File: src/common/capi_wed_config.svh
// Widths, ids and buffer sizing shared by RTL and testbench
// Buffer depths must be 2 or more, margin below depth
`ifndef CAPI_WED_CONFIG_SVH
`define CAPI_WED_CONFIG_SVH

// --------------------
// Host line geometry
`define CACHELINE_BITS      1024
`define CACHELINE_HALF_BITS 512  // One data beat
`define ADDR_BITS           64

// --------------------
// Compute-unit ids
`define WED_ID 8'h01  // Owner of the descriptor fetch

// --------------------
// Buffers
`define CMD_BUF_DEPTH     4
`define RSP_BUF_DEPTH     8
`define BUF_ALFULL_MARGIN 2  // Free slots left when alfull rises

`endif

File: src/common/capi_wed_pkg.sv
// Types for the descriptor fetch path
// Descriptor fields sit in 64-bit slots from bit 0 of the line
`default_nettype none
`include "capi_wed_config.svh"

package capi_wed_pkg;

  // --------------------
  // Host opcodes and responses
  typedef enum logic [12:0] {
    READ_CL_NA = 13'h0A00,  // Full line read, no allocate
    READ_CL_S  = 13'h0A50,
    WRITE_NA   = 13'h0D00
  } command_e;

  typedef enum logic [7:0] {
    DONE    = 8'h00,
    AERROR  = 8'h01,
    DERROR  = 8'h03,
    FLUSHED = 8'h06,
    FAULT   = 8'h0A,
    FAILED  = 8'h0B,
    PAGED   = 8'h0E
  } response_e;

  typedef enum logic [7:0] {
    CMD_INVALID = 8'h00,
    CMD_WED     = 8'h01,
    CMD_READ    = 8'h02,
    CMD_WRITE   = 8'h03
  } cmd_type_e;

  // --------------------
  // Bus lines, each with its own valid
  typedef struct packed {
    logic [7:0] cu_id;     // Routing key
    cmd_type_e  cmd_type;
    logic [7:0] tag;
  } cmd_tag_t;

  typedef struct packed {
    logic                  valid;
    command_e              command;
    logic [`ADDR_BITS-1:0] address;
    logic [11:0]           size;     // Bytes
    cmd_tag_t              cmd;
  } command_line_t;

  typedef struct packed {
    logic                            valid;
    cmd_tag_t                        cmd;
    logic [`CACHELINE_HALF_BITS-1:0] data;
  } read_data_t;

  typedef struct packed {
    logic      valid;
    cmd_tag_t  cmd;
    response_e response;
  } response_line_t;

  typedef struct packed {
    logic empty;
    logic alfull;
    logic full;
  } buffer_status_t;

  // --------------------
  // Work element descriptor
  localparam int WED_SLOT_BITS = 64;
  localparam int WED_USED_BITS = 5 * WED_SLOT_BITS;  // Five decoded slots

  typedef struct packed {
    logic [31:0]                              size_send;
    logic [31:0]                              size_recv;
    logic [`ADDR_BITS-1:0]                    array_send;
    logic [`ADDR_BITS-1:0]                    array_recv;
    logic [31:0]                              flags;
    logic [`CACHELINE_BITS-WED_USED_BITS-1:0] reserved;  // Rest of line
  } wed_t;

  typedef struct packed {
    logic                  valid;
    logic [`ADDR_BITS-1:0] address;  // Where the WED was read from
    wed_t                  wed;
  } wed_request_t;

  typedef enum logic [2:0] {WED_RESET, WED_IDLE, WED_REQ, WED_WAIT_RESP, WED_DONE} wed_state_e;

  // Slot n starts at bit 64*n, 32-bit fields use the low half
  function automatic wed_t map_line_to_wed(input logic [`CACHELINE_BITS-1:0] line);
    wed_t wed;
    wed.size_send  = line[0*WED_SLOT_BITS +: 32];
    wed.size_recv  = line[1*WED_SLOT_BITS +: 32];
    wed.array_send = line[2*WED_SLOT_BITS +: `ADDR_BITS];
    wed.array_recv = line[3*WED_SLOT_BITS +: `ADDR_BITS];
    wed.flags      = line[4*WED_SLOT_BITS +: 32];
    wed.reserved   = line[`CACHELINE_BITS-1:WED_USED_BITS];
    return wed;
  endfunction

endpackage

`default_nettype wire

File: src/verilog/tagged_buffer.sv
// Circular FIFO, payload_t needs a valid field; DEPTH of 2 or more
// Caller must not push when full or pop when empty
`timescale 1ns/1ps
`default_nettype none

module tagged_buffer import capi_wed_pkg::*; #(
  parameter type payload_t     = command_line_t,
  parameter int  DEPTH         = 4,
  parameter int  ALFULL_MARGIN = 1
) (
  input  logic           clock,
  input  logic           rstn,
  input  logic           push,
  input  payload_t       push_data,
  input  logic           pop,
  output payload_t       pop_data,   // Head entry, valid low when empty
  output buffer_status_t status
);

  localparam int PTR_W = $clog2(DEPTH);
  localparam int CNT_W = $clog2(DEPTH + 1);

  payload_t         mem [DEPTH];
  logic [PTR_W-1:0] wr_ptr, rd_ptr, rd_next;
  logic [CNT_W-1:0] count, count_next;
  logic             do_push, do_pop;
  payload_t         head_next;

  assign do_push = push && !status.full;
  assign do_pop  = pop && !status.empty;

  // --------------------
  // Next head and occupancy
  assign rd_next    = !do_pop ? rd_ptr : (rd_ptr == PTR_W'(DEPTH - 1)) ? '0 : rd_ptr + 1'b1;
  assign count_next = count + CNT_W'(do_push) - CNT_W'(do_pop);
  // Pushed entry becomes head at once when nothing else is queued
  assign head_next  = (do_push && (count - CNT_W'(do_pop)) == '0) ? push_data : mem[rd_next];

  always_ff @(posedge clock or negedge rstn) begin
    if (!rstn) begin
      wr_ptr   <= '0;
      rd_ptr   <= '0;
      count    <= '0;
      pop_data <= '0;
    end else begin
      if (do_push) wr_ptr <= (wr_ptr == PTR_W'(DEPTH - 1)) ? '0 : wr_ptr + 1'b1;
      rd_ptr         <= rd_next;
      count          <= count_next;
      pop_data       <= head_next;
      pop_data.valid <= (count_next != '0);  // Tracks !empty
    end
  end

  always_ff @(posedge clock) begin
    if (do_push) mem[wr_ptr] <= push_data;
  end

  // --------------------
  // Status from occupancy
  assign status.empty  = (count == '0);
  assign status.full   = (count == CNT_W'(DEPTH));
  assign status.alfull = (count >= CNT_W'(DEPTH - ALFULL_MARGIN));

  a_no_overflow: assert property (@(posedge clock) disable iff (!rstn)
    push |-> !status.full);
  a_no_underflow: assert property (@(posedge clock) disable iff (!rstn)
    pop |-> !status.empty);

endmodule

`default_nettype wire

File: config.mk
export PLATFORM = sky130hd
export DESIGN_NAME = tagged_buffer
export DESIGN_NICKNAME = d
export VERILOG_FILES = /design/src/common/capi_wed_pkg.sv /design/src/verilog/tagged_buffer.sv
export VERILOG_INCLUDE_DIRS = /design/src /design/src/common
export SDC_FILE = /design/constraint.sdc
export NUM_CORES = 1
export LEC_CHECK = 0
export BUFFER_PORTS_ARGS = -buffer_cell sky130_fd_sc_hd__buf_2
export CAP_MARGIN = 25
export CORE_AREA = 5 5 226 250
export CTS_CLUSTER_DIAMETER = 80
export DETAILED_ROUTE_END_ITERATION = 6
export DIE_AREA = 0 0 231 255
export MAX_ROUTING_LAYER = met4
export PLACE_DENSITY = 0.65
export SYNTH_ARGS = -nofsm -noshare
export SYNTH_HDL_FRONTEND = slang
export SYNTH_SLANG_ARGS = --single-unit
File: constraint.sdc
create_clock -name clock -period 4.4 [get_ports clock]
set_input_delay 0.44 -clock clock [delete_from_list [all_inputs] [get_ports clock]]
set_output_delay 0.44 -clock clock [all_outputs]
set_load 0.02 [all_outputs]
==> metrics.txt <==
outcome finished, final reports clean; core box area 53500 um2; area leader, netlist edfxtp_1; cells after synthesis ~1400; Slew Viols, Final 0; synthesized cell area between 20000 and 25000 um2; GRT overflow 0; pin count of the biggest net entering global routing about 110; warnings from Yosys 0; Syn Nets 1547; die height ~260 um; final worst-path cycle share around four fifths; H-Tree Depth 2; Post-CTS Hold Fix Bufs 1; die area about 60000 um2; EDFF count, synth ~450; share of cells above drive strength 1 a little over a quarter; worst-skew pair later-pin latency slightly above 0.6 ns; Final Total Pwr 20.4 mW; startpoint types flip-flop; Crit Path Max Fanout 70; worst slew pin tran about 1.3 ns; DR vias/cell between 5 and 6; crit path cell chain or3_4 -> buf_4 -> inv_1 -> buf_2; GPL Wtd Cong between 0.7 and 0.8; post-route minimum period 3.48 ns; I/O Buffers 233; Slowest-stage cell, CP buf_4; filler cell count between 4000 and 5000; chip width about 230 um; # rows between 80 and 90; count of cell types in the netlist 31; Vias approximately 14000; Flop pwr share 38.7%; synthesis-to-finish area growth 16.9%; max cap viols 0; kind of critical path reg -> out; Post-synth top flop edfxtp_1; sequential area share after synthesis about three quarters; final antenna-violating net count 0; syn_area_per_cell roughly 16 um2; PD cells 766 nW/um2; Rel. slew slack 14.8%; GRT Total Usage roughly a fifth; pre-CTS setup slack roughly 1.1 ns; Crit. End Element output pin; cts bufs inserted 57; Slowest Stage Delay on Critical Path about 0.91 ns; Setup TNS Final 0 ns; worst vdd ir 865 uV; TritonCTS clock tree built; setup violators final 0; Wirelength per Cell ~25 um; Clock Pin Slew Worst Setup and Hold Paths 0.06 ns; DR DRC count 0; unrepaired setup endpoints after global routing false; CTS Sinks 573; Pint about 13 mW; antenna violations before repair 15; detailed router's first-iteration violation count approximately 1000; share of total power in combinational logic a little under two fifths; first drt pass iteration count 5; Net count, final around 1700; maximum clock path buffer count 3; CTS resizes 0; Yosys reg bits between 500 and 600; Post-Route Utilization about half; Post-DP HPWL roughly 30000 um; final clock skew about 0.032 ns; Leak between 9 and 10 nW; Data arrival, critical path between 3 and 4 ns; Initial Util a little over two fifths; WL final 59100 um; post-CTS setup buffer count 0; most common cell in the netlist edfxtp_1; first-pass GRT wire length around 89000 um; Inst Count DP about 2200; most common library cells after synthesis 452 x edfxtp_1, 123 x inv_1, 121 x dfrtp_1, 115 x nor2_1; WP data required between 3 and 4 ns; hold violation count in the final report 0; Clock Root Buffer clkbuf_16; top cells by area, synth edfxtp_1 60%, dfrtp_1 13%, mux2i_1 5.0%; FMAX between 200 and 300 MHz; I/O Pins 235; setup ws final about 0.92 ns; vias in the first global route about 14000; final instance count without filler cells around 2400; Switching Share approximately 37%; Post-synth ARST share 21.1%; switching pwr 7.58 mW; min-delay worst type in -> reg; area share of the largest cell type after synthesis between 50% and 60%; clock power share about 24%
-- logic make-up after synthesis --
family                     count (synthesis)  share of synthesized area (%)
AOI/OAI and AO/OA                        344                           14.3
xor gates and xnor gates                   1                         0.0385
DFF                                      573                           73.0
muxes                                    116                           5.12
and+or+nand+nor                          127                           2.24
adders and majority gates                 10                          0.583
buffers and inverters                    248                           4.72
-- worst max-delay path: cells and delay by family (launching register included) --
kind	cells	cell delay, ns
buf+inv	3	1.21
flops	1	0.49
simple gates	1	0.64
-- cell type report --
class / instances / area (um2) / area share [%]
inverters: 124 / 470 / 1.77
multi-input cells: 598 / 5140 / 19.3
well taps: 682 / 853 / 3.21
repair buffers: 266 / 1560 / 5.87
diodes: 14 / 35.0 / 0.132
flip-flops and latches: 573 / 16600 / 62.5
clock inverters: 33 / 332 / 1.25
clock buffers: 74 / 1580 / 5.95
-- per-layer routing --
metal / global-route usage, % / vias up / share of wire, %
li1: - / 6038 / -
met1: 26.9 / 7056 / 42
met2: 32.5 / 524 / 48
met3: 4.00 / 83 / 6.8
met4: 6.03 / 0 / 2.3
met5: - / - / 0
-- worst paths after layout --
check	to	cells after the start	startpoint	slack, ns
max	status[2]	4	count[0]$_DFF_PN0_	0.92
min	mem[3][8]$_DFFE_PP_	1	push_data[8]	0.06
max reg2reg	pop_data[0]$_DFF_PN0_	6	count[0]$_DFF_PN0_	1.04
min reg2reg	pop_data[95]$_DFF_PN0_	2	mem[3][95]$_DFFE_PP_	0.57
max in group asynchronous	pop_data[33]$_DFF_PN0_	3	rstn	2.91
min in group asynchronous	pop_data[2]$_DFF_PN0_	2	rstn	0.38
-- stage by stage --
stage          area [um2]  hold slack (ns)
3_5_place_dp        24600            0.461
5_1_grt             26600           0.0361
2_1_floorplan       22700            0.144
3_3_place_gp        24600            0.454
4_1_cts             26500           0.0207
6_report            26600           0.0554
-- sequential cells by signal, indices dropped and copies added, names as in the netlist --
register and flops:
mem 452, pop_data 114, count 3, rd_ptr 2, wr_ptr 2
-- layout by cell type, fill, tap and decap left out, types with 9 or more instances in the layout --
cell type | synthesis | routed
clkbuf_1 | 90 | 9
clkinv_2 | 0 | 19
a211oi_1 | 113 | 113
inv_1 | 123 | 123
ha_1 | 9 | 9
buf_12 | 0 | 11
buf_2 | 12 | 232
edfxtp_1 | 452 | 452
dfrtp_1 | 121 | 120
a2111oi_0 | 54 | 54
a221oi_1 | 113 | 113
diode_2 | 0 | 14
buf_4 | 4 | 21
clkbuf_16 | 0 | 58
mux2i_1 | 113 | 113
a2111oi_2 | 59 | 59
nor2_1 | 115 | 115
-- power by group through the flow --
stage / Sequential [mW] / Combinational [mW] / Clock, mW
floorplan: 8.63 / 4.43 / 0
finish: 7.89 / 7.57 / 4.91
global placement: 7.95 / 7.51 / 0
CTS: 7.90 / 7.64 / 5.01
global route: 7.99 / 8.15 / 5.22
detailed placement: 7.99 / 7.61 / 0
(Power assumes the default switching activity.)
